[src/cu_pkg.sv]
`default_nettype none

package cu_pkg;

	//////////////////////////////
	// widths
	//////////////////////////////

	parameter int vertex_size_bits = 32;
	parameter int edge_size_bits   = 32;
	parameter int cu_id_bits       = 8;

	// traffic tagged with this id belongs to the vertex-job generator
	localparam logic [cu_id_bits-1:0] vertex_control_id = '1;

	//////////////////////////////
	// bus lines
	//////////////////////////////

	typedef struct packed {
		logic [31:0]           address;
		logic [cu_id_bits-1:0] cu_id;
		logic [7:0]            tag;
	} cmd_payload_t;

	typedef struct packed {
		logic         valid;
		cmd_payload_t payload;
	} cmd_line_t;

	typedef struct packed {
		logic [cu_id_bits-1:0] cu_id;
		logic [7:0]            tag;
	} response_payload_t;

	typedef struct packed {
		logic              valid;
		response_payload_t payload;
	} response_t;

	typedef struct packed {
		logic [cu_id_bits-1:0] cu_id;
		logic [7:0]            tag;
		logic [63:0]           data;
	} data_payload_t;

	typedef struct packed {
		logic          valid;
		data_payload_t payload;
	} data_line_t;

	typedef struct packed {
		logic alfull;
		logic empty;
	} buffer_status_t;

	// work descriptor
	typedef struct packed {
		logic                        valid;
		logic [vertex_size_bits-1:0] num_vertices;
		logic [edge_size_bits-1:0]   num_edges;
	} wed_t;

	typedef struct packed {
		logic [63:0] var1;
		logic [63:0] var2;
	} cu_configure_t;

	// var1 holds the vertex total, var2 the edge total
	typedef struct packed {
		logic [63:0] var1;
		logic [63:0] var2;
	} cu_return_t;

endpackage

`default_nettype wire

[src/cu_command_stage.sv]
`timescale 1ns/10ps
`default_nettype none

module cu_command_stage
	import cu_pkg::*;
(
	input  wire                 clock,
	input  wire                 rstn,
	input  wire                 cu_ready_q,
	input  wire buffer_status_t write_status_q,
	input  wire cmd_line_t      arbiter_command,
	input  wire cmd_line_t      write_command_in,
	input  wire data_line_t     write_data_0_in,
	input  wire data_line_t     write_data_1_in,
	input  wire                 write_request,
	output logic                write_bus_grant,
	output cmd_line_t           read_command_out,
	output cmd_line_t           write_command_out,
	output data_line_t          write_data_0_out,
	output data_line_t          write_data_1_out
);

	always_ff @(posedge clock or negedge rstn) begin
		if (!rstn) begin
			write_bus_grant   <= 1'b0;
			read_command_out  <= '0;
			write_command_out <= '0;
			write_data_0_out  <= '0;
			write_data_1_out  <= '0;
		end else begin
			// hold the writer off while the write buffer is nearly full
			write_bus_grant <= write_request && !write_status_q.alfull;

			read_command_out.payload  <= arbiter_command.payload;
			write_command_out.payload <= write_command_in.payload;
			write_data_0_out.payload  <= write_data_0_in.payload;
			write_data_1_out.payload  <= write_data_1_in.payload;

			read_command_out.valid  <= cu_ready_q && arbiter_command.valid;
			write_command_out.valid <= cu_ready_q && write_command_in.valid;
			write_data_0_out.valid  <= cu_ready_q && write_data_0_in.valid;
			write_data_1_out.valid  <= cu_ready_q && write_data_1_in.valid;
		end
	end

endmodule

`default_nettype wire

[config.mk]
export PLATFORM = sky130hd
export DESIGN_NAME = cu_command_stage
export DESIGN_NICKNAME = d
export VERILOG_FILES = /design/src/cu_pkg.sv /design/src/cu_command_stage.sv
export SDC_FILE = /design/constraint.sdc
export NUM_CORES = 1
export LEC_CHECK = 0
export ABC_AREA = 1
export ABC_CLOCK_PERIOD_IN_PS = 800
export BUFFER_PORTS_ARGS = -buffer_cell sky130_fd_sc_hd__buf_2
export CORE_AREA = 4 4 203 205
export CTS_CLUSTER_DIAMETER = 100
export DETAILED_ROUTE_END_ITERATION = 7
export DIE_AREA = 0 0 207 209
export GPL_TIMING_DRIVEN = 0
export PLACE_DENSITY_LB_ADDON = 0.05
export SYNTH_ARGS = -nofsm -noshare
export SYNTH_HDL_FRONTEND = slang
export SYNTH_SLANG_ARGS = --single-unit
[constraint.sdc]
create_clock -name clock -period 0.8 [get_ports clock]
set_input_delay 0.04 -clock clock [delete_from_list [all_inputs] [get_ports clock]]
set_output_delay 0.04 -clock clock [all_outputs]
set_load 0.05 [all_outputs]
# Word level (Yosys, flattened, before mapping)
# Cells that the tools add are included.
[word_totals] reg_bits=261 wordCells=23 out_inout_bits=261
[classes] n_reduce_logical=6
[op_table] operator="$logic_and 1x1->1" n=5
[op_table] operator="$logic_not 1->1" n=1

# Depth between registers and ports, before layout
# Gate-level depths: netlist (run 1).
[logic_depth] depth_word=2 ltp_mapped=2 ltp_nobuf=2

# Worst setup path after synthesis (run 1)
# Ideal clock, no wire load.
[synth_timing] kind="flip-flop to output port" startpoint="register read_command_out[0] (netlist bit)" endpoint="output port read_command_out[0] (netlist bit)" setup_slack_ns=0.174 t_arrival_ns=0.586 path_stages_with_launch=1 cell_sequence="dfrtp_1"
[synth_rtl] item="start: declaration" line_no="cu_command_stage.sv:17" source="output cmd_line_t read_command_out,"
# No word-level cell between the ends.

# Final worst setup path (run 1)
[layout_timing] startpoint="register write_data_1_out[55] (netlist bit)" endpoint="output port write_data_1_out[55] (netlist bit)"
[layout_rtl] item="start: declaration" line_no="cu_command_stage.sv:20" source="output data_line_t write_data_1_out"
# No word-level cell between the ends.

==> run_results.csv, run 1 <==
group,metric,value,unit
status,status,"finished, violations left",
status,violations,"hold timing, setup timing",
yosys,synth_warnings,0,
detailed_routing,route.detailed.drc,0,
timing,finalSetupViolCount,261,
global_route,grt_pass1_vias,6712,
job,cap_violations,0,
clock_network,htree_levels,1,
yosys,synthDistinctLibCells,4,
pwr,peakVddDrop,1.605,mV
placed_design,placed_cell_area,0.009918,sq mm
detailed_routing,first_iter_violations,125,
finish,n_fill_cell,3792,
detailed_routing,ant_nets,0,
placed_design,post-dp-hpwl,19850,um
floorplan,die_h,209,um
yosys,netlist_instances,271,
finish,multi_input_area,18.77,sq um
timing,tightestPinTransition,913.0,ps
timing,drv_slew,0,
worst_setup_path,crit_slowest_cell,"dfrtp_1",
timing,layout_setup_ws,-366.5,ps
pwr,p_leak,0.007307,uW
finish,layout-drive-gt1-share,51.39,%
floorplan,die_area,0.04326,sq mm
global_route,grt_antenna_before_repair,0,
clock_network,tritoncts,"built",
pwr,p_clk_share,39.0,%
worst_setup_path,worstPathArrival,1130,ps
finish,fin_cells,1640,
yosys,synth_nets,537,
worst_setup_path,slowest_delay,410,ps
worst_setup_path,start_kind,"register",
detailed_routing,vias_per_cell,3.378,
timing,finalHoldViolations,116,
worst_setup_path,end_kind,"primary output",
timing,whs,-413.7,ps
worst_setup_path,path_class,"reg2out",
finish,regArea,0.006531,sq mm
timing,rsz0062_at_grt,"true",
global_route,grt.overflow.total,0,
pwr,intPower,24210,uW
worst_setup_path,critPathMaxFanout,1,
finish,fin_util,38.37,%
finish,mostFrequentLayoutCells,"dlygate4sd3_1 (263), buf_2 (263), dfrtp_1 (261)",
worst_setup_path,crit_family,"flip-flops",
clock_network,path_clk_slew,60,ps
global_route,grt_pass1_wl,40780,um
pwr,seq_power_share,42.6,%
worst_setup_path,cp.required,760,ps
floorplan,row_count,73,
detailed_routing,vias,5540,
global_route,grt_max_degree,119,
pwr,powerDensity,2203,mW/mm^2
pwr,swShare,27.40,%
floorplan,core,0.03946,sq mm
pwr,p_sw,9136,uW
clock_network,cts_made_buffers,31,
floorplan,ios,527,
yosys,yosys_register_bits,261,
finish,num_antenna_cells,0,
timing,slew_headroom,39.13,%
detailed_routing,first_pass_iters,4,
floorplan,initial_core_util,16.65,%
yosys,ys_seq_area_share,99.43,%
clock_network,clock_sinks,261,
detailed_routing,avgRoutedWirePerCell,16.32,um
placed_design,placement.io_buffers,525,
timing,post-route-min-period,1166,ps
global_route,grt_use_total,11.99,%
worst_setup_path,worst-path-buf-inv,1,
finish,stdcell_area,0.01514,sq mm
floorplan,die_x,207,um
timing,clock.fmax,0.8573,GHz
clock_network,cts-root-buf,"clkbuf_16",
clock_network,ctsLongestPathBuffers,3,
pwr,comb_power_share,18.4,%
clock_network,hold_buffers,263,
placed_design,gp_congestion,0.7312,
placed_design,dp.cells,1323,
finish,layout.nets,1360,
worst_setup_path,crit_path_cell_trace,"buf_6",
finish,area_delta_synth_final,130.5,%
detailed_routing,totalWireLength,26770,um
yosys,syn_area,0.006569,sq mm
yosys,syn_area_per_cell,24.24,sq um
timing,min_period_over_period,145.8,%
worst_hold_path,hold_path_class,"in2async",
==> routing by layer <==
metal  GRT usage (%)  share of wire [%]  vias up
li1                -                  -     2490
met2           22.57                 55      295
met5               0                  0        -
met4           4.104                3.5        0
met3           5.495                 10       42
met1           11.52                 31     2713
==> power by group through the flow <==
stage	combinational (uW)	sequential [uW]	clock (uW)
detailed placement	4310	14300	0
global placement	4270	14300	0
finish	6130	14200	13000
floorplan	9.17	16700	0
CTS	6220	14200	13600
global route	6430	14300	14200
==> what timing repair did <==
item	4_1_cts	5_1_grt
cloned	0	0
buffers inserted	0	0
gates resized for setup	522	1
endpoints found under the setup margin	261	261
hold endpoints to repair	377	116
==> kinds of logic after synthesis <==
family | count (synthesis) | synth area share, %
flops | 261 | 99.43
buf+inv | 5 | 0.2857
simple gates | 5 | 0.2856
==> path summary, 6_finish.rpt <==
path	cells past startpoint	end	from
max	1	write_data_1_out[55]	write_data_1_out[55]$_DFF_PN0_
min	1	read_command_out[40]$_DFF_PN0_	rstn
max in group asynchronous	2	read_command_out[33]$_DFF_PN0_	rstn
min in group clock	2	write_data_0_out[3]$_DFF_PN0_	write_data_0_in[3]
==> state kept, by name, indices dropped and copies added (netlist names) <==
name,count
write_data_0_out,81
write_data_1_out,81
read_command_out,49
write_command_out,49
write_bus_grant,1
==> stage by stage <==
step / setup WS [ps] / hold WS, ps / total power (uW) / TNS (ps)
2_1_floorplan: 174.1 / -255.6 / 16750 / 0
3_3_place_gp: -4803 / 147.5 / 18550 / -1249210
5_1_grt: -441.6 / -357.3 / 34870 / -97830
6_report: -366.5 / -413.7 / 33350 / -82940
3_5_place_dp: -340.8 / 149.3 / 18580 / -48210
4_1_cts: -425.4 / -398.6 / 34050 / -95390
==> synthesized netlist by cell type <==
| cell type | instances | area share, % |
|---|---|---|
| dfrtp_1 | 261 | 99 |
| inv_1 | 5 | 0.29 |
| nand2_1 | 4 | 0.23 |
| nor2_1 | 1 | 0.057 |
==> final cells by class <==
cell class | count | share of cell area, %
timing repair buffer | 790 | 45.99
clock inverter | 8 | 0.3223
inverter | 5 | 0.1240
sequential | 261 | 43.14
tap | 525 | 4.339
multi-input combinational | 5 | 0.1240
clock buffer | 46 | 5.959
Power figures use the tool's default switching activity.
==> run 2, diff against run 1 <==
--- a/config.mk
+++ b/config.mk
@@ -16,2 +16,3 @@
 export PLACE_DENSITY_LB_ADDON = 0.05
+export SLEW_MARGIN = 20
 export SYNTH_ARGS = -nofsm -noshare
--- a/constraint.sdc
+++ b/constraint.sdc
@@ -3,2 +3,2 @@
 set_output_delay 0.04 -clock clock [all_outputs]
-set_load 0.05 [all_outputs]
+set_load 0.01 [all_outputs]
==> run 2 against run 1 <==
The run still ends with hold timing, setup timing left. Sequential share of layout area up 1.8 points. Sequential power is essentially flat. Routed wire length shrank 3.7%. Maximum frequency up 3.0%. Critical endpoint unchanged.
==> run_results.csv, run 2 (same netlist as run 1, synthesis figures left out) <==
group,metric,value,unit
status,violations,"hold timing, setup timing",
finish,fin_util,36.81,%
finish,final_common_cell,"buf_2",
finish,largestRegisters,"write_data_0_out x81, write_data_1_out x81",
timing,clock.fmax,0.8834,GHz
job,cap_violations,0,
global_route,grt.overflow.total,0,
timing,finalHoldViolations,116,
detailed_routing,first_iter_violations,152,
finish,layout.nets,1361,
timing,post-route-min-period,1132,ps
clock_network,htree_levels,1,
worst_setup_path,critPathMaxFanout,1,
floorplan,core,0.03946,sq mm
timing,slew_headroom,72.29,%
global_route,grt_use_total,11.57,%
clock_network,cts_made_buffers,31,
pwr,p_clk_share,44.3,%
floorplan,ios,527,
worst_setup_path,slowest_delay,400,ps
pwr,seq_power_share,44.4,%
global_route,grt_pass1_wl,39390,um
timing,layout_setup_ws,-332.0,ps
pwr,comb_power_share,11.3,%
placed_design,gp_congestion,0.7312,
global_route,grt_pass1_vias,6688,
worst_setup_path,crit_slowest_cell,"dfrtp_1",
timing,finalSetupViolCount,261,
finish,area_delta_synth_final,121.1,%
worst_setup_path,start_kind,"register",
worst_setup_path,path_class,"reg2out",
timing,tightestPinTransition,415.6,ps
floorplan,die_x,207,um
timing,min_period_over_period,141.5,%
finish,num_antenna_cells,0,
clock_network,clock_sinks,261,
finish,layout-drive-gt1-share,51.70,%
clock_network,hold_buffers,263,
worst_setup_path,crit_path_cell_trace,"buf_6",
detailed_routing,vias_per_cell,3.360,
worst_setup_path,end_kind,"primary output",
clock_network,tritoncts,"built",
placed_design,placement.io_buffers,525,
placed_design,place_ws,-325.4,ps
detailed_routing,vias,5521,
detailed_routing,totalWireLength,25770,um
timing,whs,-621.0,ps
clock_network,cts_setup_buffers,0,
pwr,powerDensity,2191,mW/mm^2
pwr,p_sw,7063,uW
status,status,"finished, violations left",
floorplan,die_h,209,um
placed_design,post-dp-hpwl,19760,um
global_route,grt_antenna_before_repair,0,
worst_setup_path,worstPathArrival,1090,ps
worst_hold_path,hold_path_class,"in2async",
floorplan,row_count,73,
clock_network,path_clk_slew,60,ps
timing,drv_slew,0,
worst_setup_path,cp.required,760,ps
floorplan,initial_core_util,16.65,%
pwr,swShare,22.20,%
detailed_routing,route.detailed.drc,0,
finish,mostFrequentLayoutCells,"buf_2 (380), dlygate4sd3_1 (263), dfrtp_1 (261)",
worst_setup_path,crit_family,"flip-flops",
pwr,p_leak,0.007120,uW
detailed_routing,avgRoutedWirePerCell,15.68,um
floorplan,die_area,0.04326,sq mm
timing,rsz0062_at_grt,"true",
pwr,peakVddDrop,1.546,mV
detailed_routing,first_pass_iters,4,
global_route,grt_max_degree,74,
pwr,intPower,24760,uW
clock_network,cts-root-buf,"clkbuf_16",
worst_setup_path,worst-path-buf-inv,1,
detailed_routing,ant_nets,0,
clock_network,ctsLongestPathBuffers,3,
-- run 2: changes by cell type in the layout (fill, tap and decap cells not counted), sizes merged --
cell,previous run,this run
buf,527,528
bufinv,0,2
clkbuf,46,47
clkinv,5,3
clkinvlp,2,1
inv,6,8
-- run 2: path summary, 6_finish.rpt --
path / endpoint / cells after the start / from
worst max-delay path: write_data_1_out[55] / 1 / write_data_1_out[55]$_DFF_PN0_
worst min-delay path: write_data_0_out[31]$_DFF_PN0_ / 1 / rstn
max in group asynchronous: write_data_0_out[23]$_DFF_PN0_ / 3 / rstn
min in group clock: write_data_0_out[4]$_DFF_PN0_ / 2 / write_data_0_in[4]
-- run 2: timing repair --
action | 4_1_cts | 5_1_grt
resized for setup | 151 | 49
endpoints found under the hold margin | 377 | 116
setup endpoints to repair | 261 | 261
pin swaps | 0 | 0
-- run 2: final cells by class --
class,count,area (sq um)
clock buffers,47,935.9
clock inverters,9,108.9
fillers,3798,24930
inverters,5,18.77
multi-input cells,5,18.77
flip-flops and latches,261,6531
well taps,525,656.9
repair buffers,791,6254
-- run 2: stage by stage --
stage                     total power [uW]  setup TNS, ps  hold slack (ps)  instances  instance area (sq um)
after floorplan                      14670              0           -255.6        271                   6569
after global placement               16430       -1249210            147.5       1321                   9853
after detailed placement             16470         -41990           -22.32       1324                   9946
after CTS                            32360         -88160           -641.6       1643                  14220
after global routing                 33350         -90400           -629.4       1643                  14520
final                                31820         -74460           -621.0       1643                  14520
-- run 2: power by group through the flow --
stage	logic (uW)	registers [uW]	clock network [uW]
after floorplan	9.17	14700	0
after global placement	2150	14300	0
after detailed placement	2210	14300	0
after CTS	3560	14100	14700
after global routing	3910	14200	15300
final	3610	14100	14100
-- run 2: per-layer routing --
| layer | part of all wire, % | track usage, % | vias to the layer above | wire length, um |
|---|---|---|---|---|
| met1 | 30 | 10.80 | 2703 | 7831 |
| met5 | 0 | 0 | - | 0 |
| met3 | 11 | 5.645 | 44 | 2814 |
| li1 | - | - | 2485 | - |
| met4 | 3.3 | 3.648 | 0 | 841 |
| met2 | 55 | 22.05 | 289 | 14280 |
==> run 3, diff against run 2 <==
MAX_ROUTING_LAYER = met4   (was not set)
==> run 3 against run 2 <==
The run still ends with hold timing, setup timing left. Critical path type unchanged. Flip-flop and latch count is the same. Total power shrank 0.15%. Highest routed layer unchanged. Final area shrank 0.39%. Critical path depth is the same. Non-clock buffer count is the same. Clock-buffer cell count is the same.
==> run_results.csv, run 3 (same netlist as run 1, synthesis figures left out) <==
group,metric,value,unit
timing,rsz0062_at_grt,"true",
worst_setup_path,end_kind,"primary output",
clock_network,path_clk_slew,60,ps
pwr,p_clk_share,44.3,%
floorplan,initial_core_util,16.65,%
pwr,intPower,24730,uW
worst_setup_path,crit_family,"flip-flops",
timing,finalHoldViolations,116,
detailed_routing,route.detailed.drc,0,
global_route,grt_antenna_before_repair,0,
floorplan,die_h,209,um
worst_setup_path,crit_path_cell_trace,"buf_6",
global_route,groute.layer.met1.usage,10.95,%
pwr,p_sw,7042,uW
worst_setup_path,crit_slowest_cell,"dfrtp_1",
worst_setup_path,worstPathArrival,1090,ps
global_route,busiest_layer,"met2",
status,status,"finished, violations left",
worst_setup_path,start_kind,"register",
global_route,grt_pass1_wl,39270,um
pwr,p_leak,0.007101,uW
pwr,powerDensity,2196,mW/mm^2
global_route,grt.overflow.total,0,
timing,slew_headroom,72.43,%
floorplan,core,0.03946,sq mm
pwr,seq_power_share,44.4,%
clock_network,tritoncts,"built",
finish,num_antenna_cells,0,
finish,layout-drive-gt1-share,51.70,%
global_route,met2_usage,22.00,%
detailed_routing,first_pass_iters,4,
status,violations,"hold timing, setup timing",
timing,whs,-622.0,ps
worst_setup_path,path_class,"reg2out",
timing,layout_setup_ws,-326.1,ps
placed_design,place_ws,-325.4,ps
pwr,swShare,22.16,%
timing,post-route-min-period,1126,ps
clock_network,htree_levels,1,
clock_network,cts-root-buf,"clkbuf_16",
floorplan,die_x,207,um
worst_setup_path,slowest_delay,400,ps
worst_setup_path,critPathMaxFanout,1,
global_route,grt.met3_usage,5.450,%
finish,final_common_cell,"buf_2",
timing,min_period_over_period,140.8,%
pwr,peakVddDrop,1.546,mV
finish,n_fill_cell,3809,
clock_network,cts_made_buffers,31,
clock_network,ctsLongestPathBuffers,3,
clock_network,clock_sinks,261,
global_route,grt_pass1_vias,6691,
global_route,grt_use_total,11.91,%
timing,tightestPinTransition,413.5,ps
worst_setup_path,worst-path-buf-inv,1,
detailed_routing,vias,5526,
clock_network,hold_buffers,263,
finish,mostFrequentLayoutCells,"buf_2 (389), dlygate4sd3_1 (263), dfrtp_1 (261)",
floorplan,ios,527,
pwr,comb_power_share,11.3,%
placed_design,post-dp-hpwl,19760,um
floorplan,row_count,73,
finish,largestRegisters,"write_data_0_out x81, write_data_1_out x81",
detailed_routing,first_iter_violations,143,
finish,layout.nets,1361,
global_route,grt_max_degree,74,
timing,drv_slew,0,
timing,finalSetupViolCount,261,
timing,clock.fmax,0.8880,GHz
worst_setup_path,cp.required,760,ps
placed_design,gp_congestion,0.7401,
floorplan,die_area,0.04326,sq mm
placed_design,placement.io_buffers,525,
worst_hold_path,hold_path_class,"in2async",
detailed_routing,avgRoutedWirePerCell,15.66,um
detailed_routing,ant_nets,0,
detailed_routing,totalWireLength,25720,um
detailed_routing,vias_per_cell,3.363,
job,cap_violations,0,
finish,area_delta_synth_final,120.2,%
[run 3: how the worst max path moves through the flow]
stage	from	end	cells after the start
6_report	write_data_1_out[55]$_DFF_PN0_	write_data_1_out[55]	1
5_1_grt	write_data_1_out[57]$_DFF_PN0_	write_data_1_out[57]	1
4_1_cts	write_data_1_out[55]$_DFF_PN0_	write_data_1_out[55]	1
3_5_place_dp	rstn	read_command_out[33]$_DFF_PN0_	3
3_3_place_gp	rstn	write_data_1_out[6]$_DFF_PN0_	1
2_1_floorplan	read_command_out[0]$_DFF_PN0_	read_command_out[0]	0
[run 3: stage by stage]
stage	util [%]	instance area [sq um]	TNS, ps	total power [uW]	cells
after CTS	36.05	14220	-88160	32360	1643
after detailed placement	25.21	9946	-41990	16470	1324
after global placement	24.97	9853	-1249210	16430	1321
final	36.67	14470	-74260	31770	1643
after floorplan	-	6569	0	14670	271
after global routing	36.67	14470	-90400	33310	1643
[run 3: per-layer routing]
metal	wire [um]	part of all wire [%]
met1	7938	31
met2	14210	55
met3	2738	11
met4	839	3.3
met5	0	0
[run 3: timing repair]
item                                    CTS  global route
endpoints found under the setup margin  261           261
buffers inserted                          0             0
endpoints found under the hold margin   377           116
resized for setup                       151            41
[run 3: layout make-up]
| type | instances | area [sq um] | area share (%) |
|---|---|---|---|
| Sequential cell | 261 | 6531 | 45.14 |
| Timing Repair Buffer | 791 | 6197 | 42.83 |
| Clock buffer | 47 | 935.9 | 6.469 |
| Tap cell | 525 | 656.9 | 4.540 |
| Clock inverter | 9 | 108.9 | 0.7524 |
| Multi-Input combinational cell | 5 | 18.77 | 0.1297 |
| Inverter | 5 | 18.77 | 0.1297 |
[run 3: power by group through the flow]
stage	combinational, uW	sequential, uW	clock (uW)
6_report	3580	14100	14100
5_1_grt	3880	14200	15200
4_1_cts	3560	14100	14700
3_5_place_dp	2210	14300	0
3_3_place_gp	2150	14300	0
2_1_floorplan	9.17	14700	0
